==> config.mk <==
export PLATFORM = sky130hd
export DESIGN_NAME = fp_noncomp
export DESIGN_NICKNAME = d
export VERILOG_FILES = /design/src/fp_pkg.sv /design/src/noncomp_pkg.sv /design/src/fp_noncomp.sv /design/src/noncomp_pipe_stage.sv /design/src/noncomp_datapath.sv /design/src/fp_order_unit.sv /design/src/fp_sign_inject.sv /design/src/fp_classifier.sv
export VERILOG_INCLUDE_DIRS = /design/src
export SDC_FILE = /design/constraint.sdc
export NUM_CORES = 1
export LEC_CHECK = 0
export ABC_AREA = 1
export BUFFER_PORTS_ARGS = -buffer_cell sky130_fd_sc_hd__buf_2
export CAP_MARGIN = 10
export CORE_MARGIN = 1
export CORE_UTILIZATION = 55
export CTS_CLUSTER_SIZE = 40
export DETAILED_ROUTE_END_ITERATION = 12
export PLACE_DENSITY = 0.78
export SETUP_SLACK_MARGIN = 0.4
export SYNTH_ARGS = -nofsm -noshare
export SYNTH_HDL_FRONTEND = slang
export SYNTH_SLANG_ARGS = --single-unit
==> constraint.sdc <==
create_clock -name clk_i -period 4.35 [get_ports clk_i]
set_clock_uncertainty 0.15 [all_clocks]
set_input_delay 0.2175 -clock clk_i [delete_from_list [all_inputs] [get_ports clk_i]]
set_output_delay 0.2175 -clock clk_i [all_outputs]
set_load 0.005 [all_outputs]
==> src/noncomp_defines.svh <==
// Global widths for the non-computational FPU
// binary32 field sizes and request tag size
`ifndef NONCOMP_DEFINES_SVH
`define NONCOMP_DEFINES_SVH

// --------------------------------------------------
// binary32 layout
// --------------------------------------------------
// Biased exponent field
`define FP_EXP_BITS 8
// Stored mantissa, hidden bit not included
`define FP_MAN_BITS 23
// Sign, exponent and mantissa together
`define FP_WIDTH 32

// --------------------------------------------------
// Unit level
// --------------------------------------------------
// Tag carried alongside every request
`define NC_TAG_WIDTH 4

`endif
==> src/fp_pkg.sv <==
// binary32 format types
// Value layout, per-operand class info, classify mask and status flags
`include "noncomp_defines.svh"

package fp_pkg;

  // --------------------------------------------------
  // Field types
  // --------------------------------------------------
  typedef logic [`FP_EXP_BITS-1:0] fp_exp_t;
  typedef logic [`FP_MAN_BITS-1:0] fp_man_t;

  // Sign in the MSB, mantissa in the LSBs
  typedef struct packed {
    logic    sign;
    fp_exp_t exponent;
    fp_man_t mantissa;
  } fp32_t;

  // Class flags of one operand, exactly one of the first five is set
  typedef struct packed {
    logic is_normal;
    logic is_subnormal;
    logic is_zero;
    logic is_inf;
    logic is_nan;
    logic is_signalling;
  } fp_info_t;

  // IEEE exception flags
  typedef struct packed {
    logic NV;  // invalid operation
    logic DZ;  // divide by zero
    logic OF;  // overflow
    logic UF;  // underflow
    logic NX;  // inexact
  } fp_status_t;

  // One-hot classify result, same bit order as the RISC-V FCLASS result
  typedef enum logic [9:0] {
    NEGINF     = 10'b00_0000_0001,
    NEGNORM    = 10'b00_0000_0010,
    NEGSUBNORM = 10'b00_0000_0100,
    NEGZERO    = 10'b00_0000_1000,
    POSZERO    = 10'b00_0001_0000,
    POSSUBNORM = 10'b00_0010_0000,
    POSNORM    = 10'b00_0100_0000,
    POSINF     = 10'b00_1000_0000,
    SNAN       = 10'b01_0000_0000,
    QNAN       = 10'b10_0000_0000
  } fp_classmask_e;

  // Canonical quiet NaN, positive with only the quiet bit set
  localparam fp32_t FP_CANON_QNAN = '{
    sign:     1'b0,
    exponent: '1,
    mantissa: {1'b1, {(`FP_MAN_BITS-1){1'b0}}}
  };

endpackage

==> src/noncomp_pkg.sv <==
// Unit-level types of the non-computational FPU
// Operation select, sub-operation mode, request and response records
`include "noncomp_defines.svh"

package noncomp_pkg;
  import fp_pkg::*;

  // --------------------------------------------------
  // Operation select
  // --------------------------------------------------
  typedef enum logic [1:0] {
    SGNJ     = 2'd0,
    MINMAX   = 2'd1,
    CMP      = 2'd2,
    CLASSIFY = 2'd3
  } nc_op_e;

  // Sub-operation, meaning depends on op
  // MODE0  SGNJ / MIN / LE
  // MODE1  SGNJN / MAX / LT
  // MODE2  SGNJX / EQ
  // MODE3  passthrough for sign injection
  typedef enum logic [1:0] {
    MODE0 = 2'd0,
    MODE1 = 2'd1,
    MODE2 = 2'd2,
    MODE3 = 2'd3
  } nc_mode_e;

  typedef logic [`NC_TAG_WIDTH-1:0] nc_tag_t;

  // --------------------------------------------------
  // Request and response
  // --------------------------------------------------
  typedef struct packed {
    fp32_t    operand_a;
    fp32_t    operand_b;
    nc_op_e   op;
    nc_mode_e mode;
    logic     op_mod;  // inverts compares, enables sign extension for SGNJ
    nc_tag_t  tag;
  } nc_req_t;

  typedef struct packed {
    fp32_t         result;
    fp_status_t    status;
    logic          extension_bit;
    fp_classmask_e class_mask;
    logic          is_class;
    nc_tag_t       tag;
  } nc_rsp_t;

endpackage

==> src/fp_noncomp.sv <==
// Non-computational binary32 FPU, top level
// Input register slice, combinational datapath, output register slice
// Busy while either slice holds an item
`timescale 1ns/1ps

module fp_noncomp import noncomp_pkg::*; (
  input  logic    clk_i,
  input  logic    rst_n_i,
  input  logic    flush_i,
  // Request handshake
  input  logic    in_valid_i,
  input  nc_req_t in_req_i,
  output logic    in_ready_o,
  // Response handshake
  output logic    out_valid_o,
  output nc_rsp_t out_rsp_o,
  input  logic    out_ready_i,
  // Items in flight
  output logic    busy_o
);

  logic    inp_valid;
  logic    inp_ready;
  nc_req_t inp_req;
  nc_rsp_t dp_rsp;

  // --------------------------------------------------
  // Input slice
  // --------------------------------------------------
  noncomp_pipe_stage #(
    .payload_t (nc_req_t)
  ) u_inp_stage (
    .clk_i   (clk_i),
    .rst_n_i (rst_n_i),
    .flush_i (flush_i),
    .valid_i (in_valid_i),
    .data_i  (in_req_i),
    .ready_o (in_ready_o),
    .valid_o (inp_valid),
    .data_o  (inp_req),
    .ready_i (inp_ready)
  );

  // Zero-latency compute between the slices
  noncomp_datapath u_datapath (
    .req_i (inp_req),
    .rsp_o (dp_rsp)
  );

  // --------------------------------------------------
  // Output slice
  // --------------------------------------------------
  noncomp_pipe_stage #(
    .payload_t (nc_rsp_t)
  ) u_out_stage (
    .clk_i   (clk_i),
    .rst_n_i (rst_n_i),
    .flush_i (flush_i),
    .valid_i (inp_valid),
    .data_i  (dp_rsp),
    .ready_o (inp_ready),
    .valid_o (out_valid_o),
    .data_o  (out_rsp_o),
    .ready_i (out_ready_i)
  );

  assign busy_o = inp_valid | out_valid_o;

endmodule

==> src/noncomp_pipe_stage.sv <==
// One valid/ready register slice with synchronous flush
// Payload type is a parameter, used for both request and response
`timescale 1ns/1ps

module noncomp_pipe_stage #(
  parameter type payload_t = logic
) (
  input  logic     clk_i,
  input  logic     rst_n_i,
  input  logic     flush_i,
  // Upstream side
  input  logic     valid_i,
  input  payload_t data_i,
  output logic     ready_o,
  // Downstream side
  output logic     valid_o,
  output payload_t data_o,
  input  logic     ready_i
);

  logic     valid_q;
  payload_t data_q;

  // Can take a new item if ours leaves or the slot is empty
  assign ready_o = ready_i | ~valid_q;

  // Valid bit, flush drops whatever is held
  always_ff @(posedge clk_i) begin
    if (!rst_n_i) begin
      valid_q <= 1'b0;
    end else if (flush_i) begin
      valid_q <= 1'b0;
    end else if (ready_o) begin
      valid_q <= valid_i;
    end
  end

  // Payload only moves with a real item
  always_ff @(posedge clk_i) begin
    if (ready_o && valid_i) begin
      data_q <= data_i;
    end
  end

  assign valid_o = valid_q;
  assign data_o  = data_q;

endmodule

==> src/noncomp_datapath.sv <==
// Combinational datapath of the non-computational FPU
// Classifies both operands, builds the class mask and selects the response
`timescale 1ns/1ps

module noncomp_datapath import fp_pkg::*, noncomp_pkg::*; (
  input  nc_req_t req_i,
  output nc_rsp_t rsp_o
);

  fp_info_t      info_a;
  fp_info_t      info_b;
  fp32_t         sgnj_result;
  logic          sgnj_ext_bit;
  fp32_t         order_result;
  fp_status_t    order_status;
  fp_classmask_e class_mask;

  // --------------------------------------------------
  // Operand classification
  // --------------------------------------------------
  fp_classifier u_class_a (
    .operand_i (req_i.operand_a),
    .info_o    (info_a)
  );

  fp_classifier u_class_b (
    .operand_i (req_i.operand_b),
    .info_o    (info_b)
  );

  // --------------------------------------------------
  // Operation units
  // --------------------------------------------------
  fp_sign_inject u_sign_inject (
    .operand_a_i     (req_i.operand_a),
    .operand_b_i     (req_i.operand_b),
    .mode_i          (req_i.mode),
    .op_mod_i        (req_i.op_mod),
    .result_o        (sgnj_result),
    .extension_bit_o (sgnj_ext_bit)
  );

  fp_order_unit u_order_unit (
    .operand_a_i (req_i.operand_a),
    .operand_b_i (req_i.operand_b),
    .info_a_i    (info_a),
    .info_b_i    (info_b),
    .op_i        (req_i.op),
    .mode_i      (req_i.mode),
    .op_mod_i    (req_i.op_mod),
    .result_o    (order_result),
    .status_o    (order_status)
  );

  // Class mask of operand a only
  always_comb begin
    if (info_a.is_nan) begin
      class_mask = info_a.is_signalling ? SNAN : QNAN;
    end else if (info_a.is_inf) begin
      class_mask = req_i.operand_a.sign ? NEGINF : POSINF;
    end else if (info_a.is_zero) begin
      class_mask = req_i.operand_a.sign ? NEGZERO : POSZERO;
    end else if (info_a.is_subnormal) begin
      class_mask = req_i.operand_a.sign ? NEGSUBNORM : POSSUBNORM;
    end else begin
      class_mask = req_i.operand_a.sign ? NEGNORM : POSNORM;
    end
  end

  // --------------------------------------------------
  // Response select
  // --------------------------------------------------
  always_comb begin
    // Fields common to all ops
    rsp_o            = '0;
    rsp_o.class_mask = class_mask;
    rsp_o.tag        = req_i.tag;
    case (req_i.op)
      SGNJ: begin
        rsp_o.result        = sgnj_result;
        rsp_o.extension_bit = sgnj_ext_bit;
      end
      MINMAX: begin
        rsp_o.result        = order_result;
        rsp_o.status        = order_status;
        // Float result, NaN-box style upper bits
        rsp_o.extension_bit = 1'b1;
      end
      CMP: begin
        rsp_o.result = order_result;
        rsp_o.status = order_status;
      end
      default: begin
        // CLASSIFY, answer is on class_mask
        rsp_o.is_class = 1'b1;
      end
    endcase
  end

endmodule

==> src/fp_order_unit.sv <==
// Ordering unit for binary32
// Minimum/maximum with IEEE NaN rules and LE/LT/EQ compares with flags
`timescale 1ns/1ps
`include "noncomp_defines.svh"

module fp_order_unit import fp_pkg::*, noncomp_pkg::*; (
  input  fp32_t      operand_a_i,
  input  fp32_t      operand_b_i,
  input  fp_info_t   info_a_i,
  input  fp_info_t   info_b_i,
  input  nc_op_e     op_i,
  input  nc_mode_e   mode_i,
  input  logic       op_mod_i,
  output fp32_t      result_o,
  output fp_status_t status_o
);

  logic [`FP_WIDTH-1:0] bits_a;
  logic [`FP_WIDTH-1:0] bits_b;
  logic                 any_nan;
  logic                 any_snan;
  logic                 operands_equal;
  logic                 a_smaller;
  fp32_t                minmax_result;
  fp_status_t           minmax_status;
  logic                 cmp_bit;
  fp32_t                cmp_result;
  fp_status_t           cmp_status;

  // --------------------------------------------------
  // Ordering
  // --------------------------------------------------
  // Raw encodings, compared as unsigned integers
  assign bits_a = operand_a_i;
  assign bits_b = operand_b_i;

  assign any_nan  = info_a_i.is_nan | info_b_i.is_nan;
  assign any_snan = info_a_i.is_signalling | info_b_i.is_signalling;

  // +0 and -0 compare equal
  assign operands_equal = (bits_a == bits_b) | (info_a_i.is_zero & info_b_i.is_zero);
  // Sign-magnitude order flips once a negative value is involved
  assign a_smaller = (bits_a < bits_b) ^ (operand_a_i.sign | operand_b_i.sign);

  // --------------------------------------------------
  // Minimum / maximum
  // --------------------------------------------------
  always_comb begin
    minmax_status    = '0;
    // Quiet op, only sNaN is invalid
    minmax_status.NV = any_snan;
    if (info_a_i.is_nan && info_b_i.is_nan) begin
      minmax_result = FP_CANON_QNAN;
    end else if (info_a_i.is_nan) begin
      minmax_result = operand_b_i;
    end else if (info_b_i.is_nan) begin
      minmax_result = operand_a_i;
    end else if (mode_i == MODE1) begin
      // MAX
      minmax_result = a_smaller ? operand_b_i : operand_a_i;
    end else begin
      // MIN
      minmax_result = a_smaller ? operand_a_i : operand_b_i;
    end
  end

  // --------------------------------------------------
  // Comparisons
  // --------------------------------------------------
  always_comb begin
    cmp_bit    = 1'b0;
    cmp_status = '0;
    if (any_snan) begin
      // Always false and invalid
      cmp_status.NV = 1'b1;
    end else begin
      case (mode_i)
        // LE, signalling compare
        MODE0: begin
          if (any_nan) cmp_status.NV = 1'b1;
          else cmp_bit = (a_smaller | operands_equal) ^ op_mod_i;
        end
        // LT, signalling compare
        MODE1: begin
          if (any_nan) cmp_status.NV = 1'b1;
          else cmp_bit = (a_smaller & ~operands_equal) ^ op_mod_i;
        end
        // EQ, quiet compare, NaN is never equal
        MODE2: cmp_bit = any_nan ? op_mod_i : (operands_equal ^ op_mod_i);
        default: cmp_bit = 1'b0;
      endcase
    end
  end

  // Boolean lands in bit 0
  assign cmp_result = fp32_t'({{(`FP_WIDTH-1){1'b0}}, cmp_bit});

  // Output select
  assign result_o = (op_i == CMP) ? cmp_result : minmax_result;
  assign status_o = (op_i == CMP) ? cmp_status : minmax_status;

endmodule

==> src/fp_sign_inject.sv <==
// Sign injection for binary32
// SGNJ, SGNJN, SGNJX or passthrough of operand a, plus integer extension bit
`timescale 1ns/1ps

module fp_sign_inject import fp_pkg::*, noncomp_pkg::*; (
  input  fp32_t    operand_a_i,
  input  fp32_t    operand_b_i,
  input  nc_mode_e mode_i,
  input  logic     op_mod_i,
  output fp32_t    result_o,
  output logic     extension_bit_o
);

  // Magnitude always comes from operand a
  always_comb begin
    result_o = operand_a_i;
    case (mode_i)
      // Copy sign of b
      MODE0: result_o.sign = operand_b_i.sign;
      // Negated sign of b
      MODE1: result_o.sign = ~operand_b_i.sign;
      // Product of both signs
      MODE2: result_o.sign = operand_a_i.sign ^ operand_b_i.sign;
      // Passthrough, a unchanged
      default: result_o = operand_a_i;
    endcase
  end

  // Sign extension when moved into an integer register
  // Otherwise upper bits are all ones
  assign extension_bit_o = op_mod_i ? result_o.sign : 1'b1;

endmodule

==> src/fp_classifier.sv <==
// binary32 operand classifier
// Decodes exponent and mantissa into the six class flags
`timescale 1ns/1ps

module fp_classifier import fp_pkg::*; (
  input  fp32_t    operand_i,
  output fp_info_t info_o
);

  logic exp_zero;
  logic exp_ones;
  logic man_zero;

  // Field decodes
  assign exp_zero = (operand_i.exponent == '0);
  assign exp_ones = (operand_i.exponent == '1);
  assign man_zero = (operand_i.mantissa == '0);

  // Finite values
  assign info_o.is_normal    = ~exp_zero & ~exp_ones;
  assign info_o.is_subnormal = exp_zero & ~man_zero;
  assign info_o.is_zero      = exp_zero & man_zero;

  // Specials with all-ones exponent
  assign info_o.is_inf = exp_ones & man_zero;
  assign info_o.is_nan = exp_ones & ~man_zero;

  // Quiet bit is the mantissa MSB, clear means signalling
  assign info_o.is_signalling = exp_ones & ~man_zero & ~operand_i.mantissa[$high(operand_i.mantissa)];

endmodule

==> metrics.md, run 1 <==
| Metric | Value |
|---|---|
| Outcome | finished clean |
| Post-synth EDFFs | 122 |
| Post-DRT Antenna Nets | 0 |
| Avg Inst Size Synth | 10.8 um^2 |
| Layout area overhead | 34.8% |
| Post-Syn Instances | 569 |
| Synth top area cells | edfxtp_1, ha_1, nand2_1, inv_1, a21oi_1 |
| Worst-path clk slew | 0.06 ns |
| CTS Buf Count | 17 |
| Gpl congestion | 0.875 |
| Required time of the worst setup path | 4.48 ns |
| GRT overflow | 0 |
| CTS tree | built |
| H-tree depth | 4 |
| Routed WL per cell | 16.5 um |
| First-pass GRT wire length | 24300 um |
| CP Launch Type | register |
| DRC viols | 0 |
| Initial antenna violation count | 0 |
| Hold Slack | 0.189 ns |
| Via count | 5135 |
| Post-synth top area share | 0.597 |
| Area leader, netlist | edfxtp_1 |
| Most used flip-flop cell after synthesis | edfxtp_1 |
| Vias in the first global route | 5138 |
| Chip Width | 108 um |
| Library cells used by synthesis | 39 |
| Clock Tree Root | clkbuf_8 |
| Max cap viols | 0 |
| IO Port Bufs | 129 |
| Sequential area share after synthesis | 0.603 |
| Post-CTS Resized | 0 |
| Maximum clock frequency | 296 MHz |
| Largest net degree at the start of global routing | 49 |
| First-pass DRT Iterations | 5 |
| Kind of end point of the critical path | register |
| PwrDens | 396 mW/mm^2 |
| Height of the die | 108 um |
| Post-CTS setup buffers | 0 |
| Final TNS setup | 0 ns |
| Peak VDD IR | 482 uV |
| Least-Margin Pin Slew | 0.997 ns |
| Synth async-reset ratio | 0 |
| Leak | 3.51 nW |
| Hold Path Class | input pin to register |
| # rows | 38 |
| Clk buf depth | 2 |
| Post-DP HPWL | 9570 um |
| Via density | 5.49 |
| Drt initial violations | 339 |
| Final-report hold violation count | 0 |
| Final WL | 15500 um |
| Clk_lat worst skew | 0.53 ns |
| Layout cells sized above 1 | 0.235 |
| Synth Cell Area | 0.00614 mm^2 |
| I/O pins | 134 |
| Die area | 0.0116 mm^2 |
| Final Cycle Share | 0.777 |
| Crit-path max FO | 41 |
| # hold bufs at CTS | 78 |
| Syn. warnings | 0 |
| Min Tclk post-route | 3.38 ns |
| Number of diodes | 0 |
| Final setup fails | 0 |
| Max-slew headroom | 0.334 |
| Clk sinks | 124 |
| CP arrival | 3.51 ns |
| Initial Utilization | 0.566 |
| Fin nets | 898 |
| Synth Register Bits | 124 |
| Core area | 0.0108 mm^2 |
| Slew Limit Fails | 0 |
| All-layer global routing usage | 0.283 |
| Worst setup path class | register to register |
| RSZ-0062 raised after global routing | no |
[cell type report]
cell class                 count  area [um^2]
sequential                   124         3700
fill                         702         2560
multi-input combinational    361         2080
timing repair buffer         210         1450
clock buffer                  24          470
inverter                      68          255
tap                          140          175
clock inverter                 8          140
[synthesized netlist by cell type (all sizes together), types with 3 or more instances]
cell type / count
clkbuf: 9
nor4: 3
buf: 10
nor3: 5
o21ai: 45
nand2: 110
nor2: 46
nand3: 25
nand4: 14
ha: 38
edfxtp: 122
inv: 68
o211ai: 10
a21oi: 51
[metrics by stage]
step           instances  utilization  power (mW)  area [um^2]  worst slack (ns)
2_1_floorplan        572            -        1.66         6150             0.960
3_3_place_gp         825        0.635        1.75         6890              1.26
3_5_place_dp         825        0.635        1.77         6890              1.07
4_1_cts              935        0.764        3.28         8280              1.00
5_1_grt              935        0.764        3.38         8280             0.717
6_report             935        0.764        3.28         8280             0.970
[worst max-delay path, stage by stage (launching register included)]
cell and delay [ns]:
edfxtp_1 0.49, inv_1 0.16, ha_1 0.35, inv_2 0.09, nand4_2 0.11, nor3_4 0.17
and3_1 0.19, nand2_2 0.08, nand2_2 0.09, nand2_1 0.07, nand3_2 0.08, nand3_4 0.09
nand2_4 0.35, inv_2 0.27, o21ai_0 0.28, a21oi_1 0.11
[report_power, final]
group          switching (mW)  total (mW)  internal [mW]  leakage (nW)
combinational           0.217       0.383          0.165          2.04
sequential             0.0413        1.43           1.39          1.17
clock                   0.494        1.47          0.973         0.303
total                   0.752        3.28           2.53          3.51
[cell usage in the layout (no fill, tap or decap), drive strengths merged]
| cell type | instances |
|---|---|
| nand2 | 110 |
| o21a | 1 |
| a21oi | 51 |
| o21ai | 45 |
| clkinv | 4 |
| a21o | 1 |
| or2 | 1 |
| inv | 68 |
| conb | 4 |
| buf | 132 |
| o2111ai | 1 |
| nor3 | 5 |
| clkbuf | 24 |
| o21bai | 1 |
| o211ai | 10 |
| o22ai | 1 |
| nor2 | 46 |
| and3 | 1 |
| dlygate4sd3 | 78 |
| a31oi | 2 |
| bufinv | 4 |
| nand3 | 25 |
| nor4 | 3 |
| dfxtp | 2 |
| ha | 38 |
| nand4 | 14 |
| nand3b | 1 |
| edfxtp | 122 |
[final timing paths]
kind	startpoint	to	slack [ns]	cells after the start
worst min register to register	u_inp_stage.data_o[2]$_DFFE_PP_	u_out_stage.data_o[2]$_DFFE_PP_	0.27	0
worst max register to register	u_inp_stage.data_o[72]$_DFFE_PP_	u_out_stage.data_o[37]$_DFFE_PP_	0.97	15
worst min-delay path	out_ready_i	u_out_stage.data_o[42]$_DFFE_PP_	0.19	3
worst max-delay path	u_inp_stage.data_o[72]$_DFFE_PP_	u_out_stage.data_o[37]$_DFFE_PP_	0.97	15
[metal layers]
layer	share of wire	track usage	up-vias	routed length [um]
li1	-	-	2411	-
met1	0.39	0.329	2436	6010
met2	0.51	0.480	247	7850
met3	0.074	0.0787	41	1140
met4	0.030	0.143	0	465
met5	0	0	-	0
[sequential cells by signal, indices dropped and copies added, names as in the netlist]
signal               flops
u_out_stage.data_o      49
u_out_stage.valid_o      1
u_inp_stage.data_o      73
u_inp_stage.valid_o      1
[cells by family after synthesis]
family                     share of synthesized area
buffers and inverters                         0.0609
adders and majority gates                     0.0774
other                                       0.000611
DFF                                            0.603
AOI/OAI and AO/OA                              0.101
and+or+nand+nor                                0.157
(Power assumes the default switching activity.)
==> run 2, diff against run 1 <==
--- a/config.mk
+++ b/config.mk
@@ -6,14 +6,14 @@
 export SDC_FILE = /design/constraint.sdc
 export NUM_CORES = 1
 export LEC_CHECK = 0
-export ABC_AREA = 1
+export ABC_AREA = 0
 export BUFFER_PORTS_ARGS = -buffer_cell sky130_fd_sc_hd__buf_2
 export CAP_MARGIN = 10
 export CORE_MARGIN = 1
-export CORE_UTILIZATION = 55
+export CORE_UTILIZATION = 48
 export CTS_CLUSTER_SIZE = 40
 export DETAILED_ROUTE_END_ITERATION = 12
-export PLACE_DENSITY = 0.78
+export PLACE_DENSITY = 0.73
 export SETUP_SLACK_MARGIN = 0.4
 export SYNTH_ARGS = -nofsm -noshare
 export SYNTH_HDL_FRONTEND = slang
==> constraint.sdc (replaced) <==
create_clock -name clk_i -period 2.96 [get_ports clk_i]
set_clock_uncertainty 0.15 [all_clocks]
set_input_delay 0.148 -clock clk_i [delete_from_list [all_inputs] [get_ports clk_i]]
set_output_delay 0.148 -clock clk_i [all_outputs]
set_load 0.005 [all_outputs]
==> run 2 against run 1 <==
  * The flow now finishes with violations (negative setup slack)
  * Worst setup slack worse by 1.0 ns
  * Register-to-register slack got worse by 1.0 ns
  * Critical path depth is 3 lower
  * Synthesized cell count decreased by 30%
==> metrics.md, run 2 <==
| Metric | Value |
|---|---|
| Initial antenna violation count | 0 |
| Maximum clock frequency | 334 MHz |
| Fin area | 0.00898 mm^2 |
| Reg-to-reg setup timing slack | -0.04 ns |
| Required time of the worst setup path | 2.98 ns |
| Slew Limit Fails | 0 |
| Hold Startpoint | u_inp_stage.data_o[3]$_DFFE_PP_ |
| Height of the die | 110 um |
| Flip-flop count of the largest register after layout | 73 |
| Worst R2R Start | u_inp_stage.data_o[16]$_DFFE_PP_ |
| CP arrival | 3.01 ns |
| Layout cells sized above 1 | 0.430 |
| Vias in the first global route | 4876 |
| Layout area overhead | 60.0% |
| Final-report hold violation count | 0 |
| R2R depth | 12 |
| Via density | 5.42 |
| I/O pins | 134 |
| H-tree depth | 4 |
| Kind of end point of the critical path | register |
| Post-synth EDFFs | 122 |
| Avg Inst Size Synth | 14.0 um^2 |
| Library cells used by synthesis | 51 |
| GRT overflow | 0 |
| Chip Width | 110 um |
| Clk buf depth | 2 |
| DRC viols | 0 |
| PwrDens | 523 mW/mm^2 |
| Number of diodes | 0 |
| Fin nets | 848 |
| Setup ws final | -0.0351 ns |
| All-layer global routing usage | 0.273 |
| RSZ-0062 raised after global routing | yes |
| Max cap viols | 0 |
| Leak | 3.85 nW |
| Synth Cell Area | 0.00561 mm^2 |
| Worst setup path class | register to register |
| Post-DP HPWL | 9720 um |
| Crit-path max FO | 9 |
| Final Cycle Share | 1.01 |
| Sequential area share after synthesis | 0.660 |
| Hold Path Class | register to register |
| Post-synth top area share | 0.653 |
| Worst R2R End | u_out_stage.data_o[48]$_DFFE_PP_ |
| CTS tree | built |
| First-pass DRT Iterations | 4 |
| Area leader, netlist | edfxtp_1 |
| First-pass GRT wire length | 23500 um |
| CP Launch Type | register |
| Via count | 4812 |
| Commonest non-fill, non-tap cell in the layout | buf_2 |
| Max-slew headroom | 0.363 |
| Synth Register Bits | 124 |
| # rows | 39 |
| Clk_lat worst skew | 0.42 ns |
| Routed WL per cell | 18.8 um |
| Hold Path End | u_out_stage.data_o[3]$_DFFE_PP_ |
| Peak VDD IR | 594 uV |
| Syn. warnings | 0 |
| Die area | 0.0121 mm^2 |
| Final WL | 16700 um |
| Clk sinks | 124 |
| IO Port Bufs | 129 |
| Post-Syn Instances | 400 |
| Most used flip-flop cell after synthesis | edfxtp_1 |
| Synth async-reset ratio | 0 |
| Placed cell area | 0.00711 mm^2 |
| Worst-path clk slew | 0.05 ns |
| Synth top area cells | edfxtp_1, ha_1, a22o_1, inv_1, nor4_1 |
| Least-Margin Pin Slew | 0.956 ns |
| Initial Utilization | 0.492 |
| Min Tclk post-route | 3.00 ns |
| Largest net degree at the start of global routing | 74 |
| Core area | 0.0114 mm^2 |
| Gpl congestion | 0.829 |
| Clock Tree Root | clkbuf_16 |
| Final TNS setup | -0.211 ns |
| Post-synth top cells | edfxtp_1, inv_1, ha_1, a22o_1, nor4_1 |
| Drt initial violations | 270 |
| Most frequent cell after synthesis | edfxtp_1 |
| Failing checks | negative setup slack |
| Post-DRT Antenna Nets | 0 |
| Worst hold stages | 0 |
| Most frequent cells in the layout | buf_2, edfxtp_1, buf_4 |
| Outcome | finished with violations |
| Final setup fails | 13 |
| CTS Buf Count | 17 |
==> run 2: cell count changes after synthesis, moves of 17 or more <==
| cell | delta |
|---|---|
| inv_1 | -25 |
| a21oi_1 | -32 |
| a22o_1 | +30 |
| nor2_1 | -27 |
| o21ai_0 | -28 |
| nand3_1 | -17 |
| nand2_1 | -85 |
==> run 2: metal layers <==
metal,GRT usage,vias to the layer above,wire [um]
li1,-,2213,-
met1,0.302,2305,6270
met2,0.495,241,8830
met3,0.0758,53,1030
met4,0.111,0,565
met5,0,-,0
==> run 2: power by group <==
part | internal [mW] | switching, mW
Sequential | 2.03 | 0.0506
Combinational | 0.372 | 0.318
Clock | 1.22 | 0.699
Total | 3.63 | 1.07
==> run 2: layout make-up <==
class	instances	area [um^2]
Clock buffer	22	444
Fill cell	659	2440
Inverter	41	154
Tap cell	143	179
Timing Repair Buffer	319	2330
Clock inverter	10	98.8
Multi-Input combinational cell	229	2070
Sequential cell	124	3700
==> run 2: cell families (layout without fill, tap and decap cells) <==
logic type,after synthesis,after routing,share of synthesized area
AOI/OAI and AO/OA,83,84,0.111
xor gates and xnor gates,3,3,0.00468
buffers and inverters,51,392,0.0412
DFF,124,124,0.660
muxes,1,1,0.00178
and+or+nand+nor,99,99,0.0959
other,1,4,0.000668
adders and majority gates,38,38,0.0847
==> run 2: repair_timing <==
item                                    CTS  global route
pin swaps                                13            25
cloned                                    1             0
hold endpoints to repair                 75             0
hold buffers                             79             0
endpoints found under the setup margin   32            33
setup buffers                            17             9
resized for setup                        24            35
==> run 2: how the worst max path moves through the flow <==
| stage | endpoint | start | cells after the start | slack [ns] |
|---|---|---|---|---|
| detailed placement | u_out_stage.data_o[37]$_DFFE_PP_ | u_inp_stage.data_o[16]$_DFFE_PP_ | 10 | -0.53 |
| floorplan | u_out_stage.data_o[22]$_DFFE_PP_ | u_inp_stage.data_o[72]$_DFFE_PP_ | 11 | 0.25 |
| finish | u_out_stage.data_o[48]$_DFFE_PP_ | u_inp_stage.data_o[16]$_DFFE_PP_ | 12 | -0.04 |
| CTS | u_out_stage.data_o[37]$_DFFE_PP_ | u_inp_stage.data_o[54]$_DFFE_PP_ | 11 | 0.02 |
| global placement | u_out_stage.data_o[42]$_DFFE_PP_ | u_inp_stage.data_o[16]$_DFFE_PP_ | 10 | -0.41 |
| global route | u_out_stage.data_o[52]$_DFFE_PP_ | u_inp_stage.data_o[68]$_DFFE_PP_ | 10 | -0.10 |
==> run 2: critical path, stage by stage, from the launching register on <==
cell	delay, ns
edfxtp_1	0.40
inv_2	0.10
ha_4	0.22
a21oi_2	0.13
o21ai_1	0.11
a221o_1	0.40
o31ai_4	0.26
and3_4	0.24
buf_4	0.12
o31a_1	0.19
nor2_2	0.06
buf_12	0.14
a22o_1	0.22
==> run 2: stage by stage <==
| step | instances | setup slack (ns) | hold WS (ns) | utilization | power [mW] |
|---|---|---|---|---|---|
| after floorplan | 403 | 0.252 | 0.0969 | - | 2.37 |
| after global placement | 750 | -0.412 | 0.174 | 0.622 | 2.58 |
| after detailed placement | 750 | -0.534 | 0.176 | 0.622 | 2.60 |
| after CTS | 879 | 0.0243 | 0.277 | 0.764 | 4.62 |
| after global routing | 888 | -0.100 | 0.282 | 0.786 | 4.85 |
| final | 888 | -0.0351 | 0.277 | 0.786 | 4.69 |
==> run 3, diff against run 2 <==
--- a/config.mk
+++ b/config.mk
@@ -18,3 +18,4 @@
 export SYNTH_ARGS = -nofsm -noshare
 export SYNTH_HDL_FRONTEND = slang
 export SYNTH_SLANG_ARGS = --single-unit
+export TNS_END_PERCENT = 30
==> run 3 against run 2 <==
  * The run still ends with negative setup slack left
  * Flip-flop and latch count did not move
  * First-iteration DRC count rose by 25%
  * Critical endpoint is now u_out_stage.data_o[31]$_DFFE_PP_
  * Die area did not move
  * Largest power group is now clock
  * Core utilization fell by 1.8 points
  * Final cell count fell by 1.9%
  * Sequential power barely moved
==> metrics.md, run 3 (synthesis gave the netlist of run 2 again) <==
| Metric | Value |
|---|---|
| Met1 GRT Util | 0.295 |
| M3 GR Usage | 0.0817 |
| Gpl congestion | 0.871 |
| Peak VDD IR | 701 uV |
| Initial antenna violation count | 0 |
| All-layer global routing usage | 0.271 |
| Final WL | 15700 um |
| Worst R2R End | u_out_stage.data_o[31]$_DFFE_PP_ |
| RSZ-0062 raised after global routing | yes |
| Setup ws final | -0.176 ns |
| Commonest non-fill, non-tap cell in the layout | buf_2 |
| Hold Startpoint | u_inp_stage.data_o[2]$_DFFE_PP_ |
| Reg-to-reg setup timing slack | -0.18 ns |
| Final-report hold violation count | 0 |
| Fin nets | 831 |
| Failing checks | negative setup slack |
| CTS tree | built |
| Slew Limit Fails | 0 |
| Hold Path Class | register to register |
| Fin area | 0.00878 mm^2 |
| H-tree depth | 4 |
| Clk sinks | 124 |
| Worst-path clk slew | 0.06 ns |
| Outcome | finished with violations |
| First-pass GRT wire length | 23500 um |
| CTS Buf Count | 17 |
| First-pass DRT Iterations | 5 |
| # rows | 39 |
| Layout area overhead | 56.4% |
| Number of diodes | 0 |
| Overall Power | 5.06 mW |
| Most frequent cells in the layout | buf_2, edfxtp_1, buf_4 |
| Max-slew headroom | 0.570 |
| Hold Slack | 0.269 ns |
| Required time of the worst setup path | 2.98 ns |
| Gr busiest metal | met2 |
| Layout cells sized above 1 | 0.389 |
| Crit-path max FO | 6 |
| Placed cell area | 0.00700 mm^2 |
| Via density | 5.45 |
| R2R depth | 11 |
| Vias in the first global route | 4906 |
| Clock Tree Root | clkbuf_16 |
| Final TNS setup | -4.57 ns |
| Die area | 0.0121 mm^2 |
| Clk_lat worst skew | 0.42 ns |
| Hold Path End | u_out_stage.data_o[2]$_DFFE_PP_ |
| Kind of end point of the critical path | register |
| Max cap viols | 0 |
| IO Port Bufs | 129 |
| Final setup fails | 32 |
| PwrDens | 576 mW/mm^2 |
| I/O pins | 134 |
| Maximum clock frequency | 319 MHz |
| Drt initial violations | 338 |
| Initial Utilization | 0.492 |
| Worst setup path class | register to register |
| CP Launch Type | register |
| Via count | 4751 |
| Routed WL per cell | 18.1 um |
| Final Cycle Share | 1.06 |
| Leak | 3.80 nW |
| Core area | 0.0114 mm^2 |
| GRT overflow | 0 |
| DRC viols | 0 |
| Largest net degree at the start of global routing | 74 |
| CP arrival | 3.15 ns |
| Core Util, Final | 0.769 |
| Least-Margin Pin Slew | 0.644 ns |
| Chip Width | 110 um |
| Post-DRT Antenna Nets | 0 |
| Worst hold stages | 0 |
| Worst setup startpoint | u_inp_stage.data_o[40]$_DFFE_PP_ |
| Flip-flop count of the largest register after layout | 73 |
| Clk buf depth | 2 |
| Worst R2R Start | u_inp_stage.data_o[40]$_DFFE_PP_ |
| Met2 global-route usage | 0.473 |
| Post-DP HPWL | 9530 um |
| Min Tclk post-route | 3.14 ns |
| Height of the die | 110 um |
[run 3: layout make-up]
type                    instances  area, um^2
flip-flops and latches        124        3700
fillers                       669        2640
repair buffers                302        2190
multi-input cells             229        1880
clock buffers                  17         425
clock inverters                15         244
well taps                     143         179
inverters                      41         154
[run 3: timing repair]
item / CTS / global route
setup endpoints to repair: 33 / 33
hold buffers: 79 / 0
pin swaps: 29 / 9
buffers inserted: 13 / 2
gates cloned: 2 / 0
endpoints found under the hold margin: 75 / 0
resized for setup: 23 / 9
[run 3: how the worst max path moves through the flow]
stage,slack (ns),endpoint
6_report,-0.18,u_out_stage.data_o[31]$_DFFE_PP_
5_1_grt,-0.29,u_out_stage.data_o[29]$_DFFE_PP_
4_1_cts,0.01,u_out_stage.data_o[31]$_DFFE_PP_
3_5_place_dp,-0.50,u_out_stage.data_o[31]$_DFFE_PP_
3_3_place_gp,-0.36,u_out_stage.data_o[29]$_DFFE_PP_
2_1_floorplan,0.08,u_inp_stage.data_o[0]$_DFFE_PP_
[run 3: layer usage]
metal  part of all wire  vias to the layer above
li1                   -                     2186
met1               0.38                     2277
met2               0.51                      238
met3              0.069                       50
met4              0.039                        0
met5                  0                        -
[run 3: power breakdown]
part	switching, mW	leakage (nW)	internal [mW]	total, mW
clock network	0.770	0.321	1.58	2.35
logic	0.294	2.26	0.338	0.632
registers	0.0472	1.22	2.03	2.08
[run 3: per-stage QoR]
stage,std cells,setup slack [ns]
after floorplan,403,0.0805
after global placement,743,-0.362
after detailed placement,743,-0.501
after CTS,869,0.0138
after global routing,871,-0.288
final,871,-0.176
[run 3: worst max-delay path: stages, from the launching register on]
cell,delay [ns]
edfxtp_1,0.40
inv_2,0.10
ha_4,0.20
nand4b_1,0.26
buf_4,0.22
nor4_4,0.37
o31ai_4,0.17
and3_4,0.22
nor3_4,0.24
o32ai_4,0.15
buf_6,0.18
a22o_1,0.21
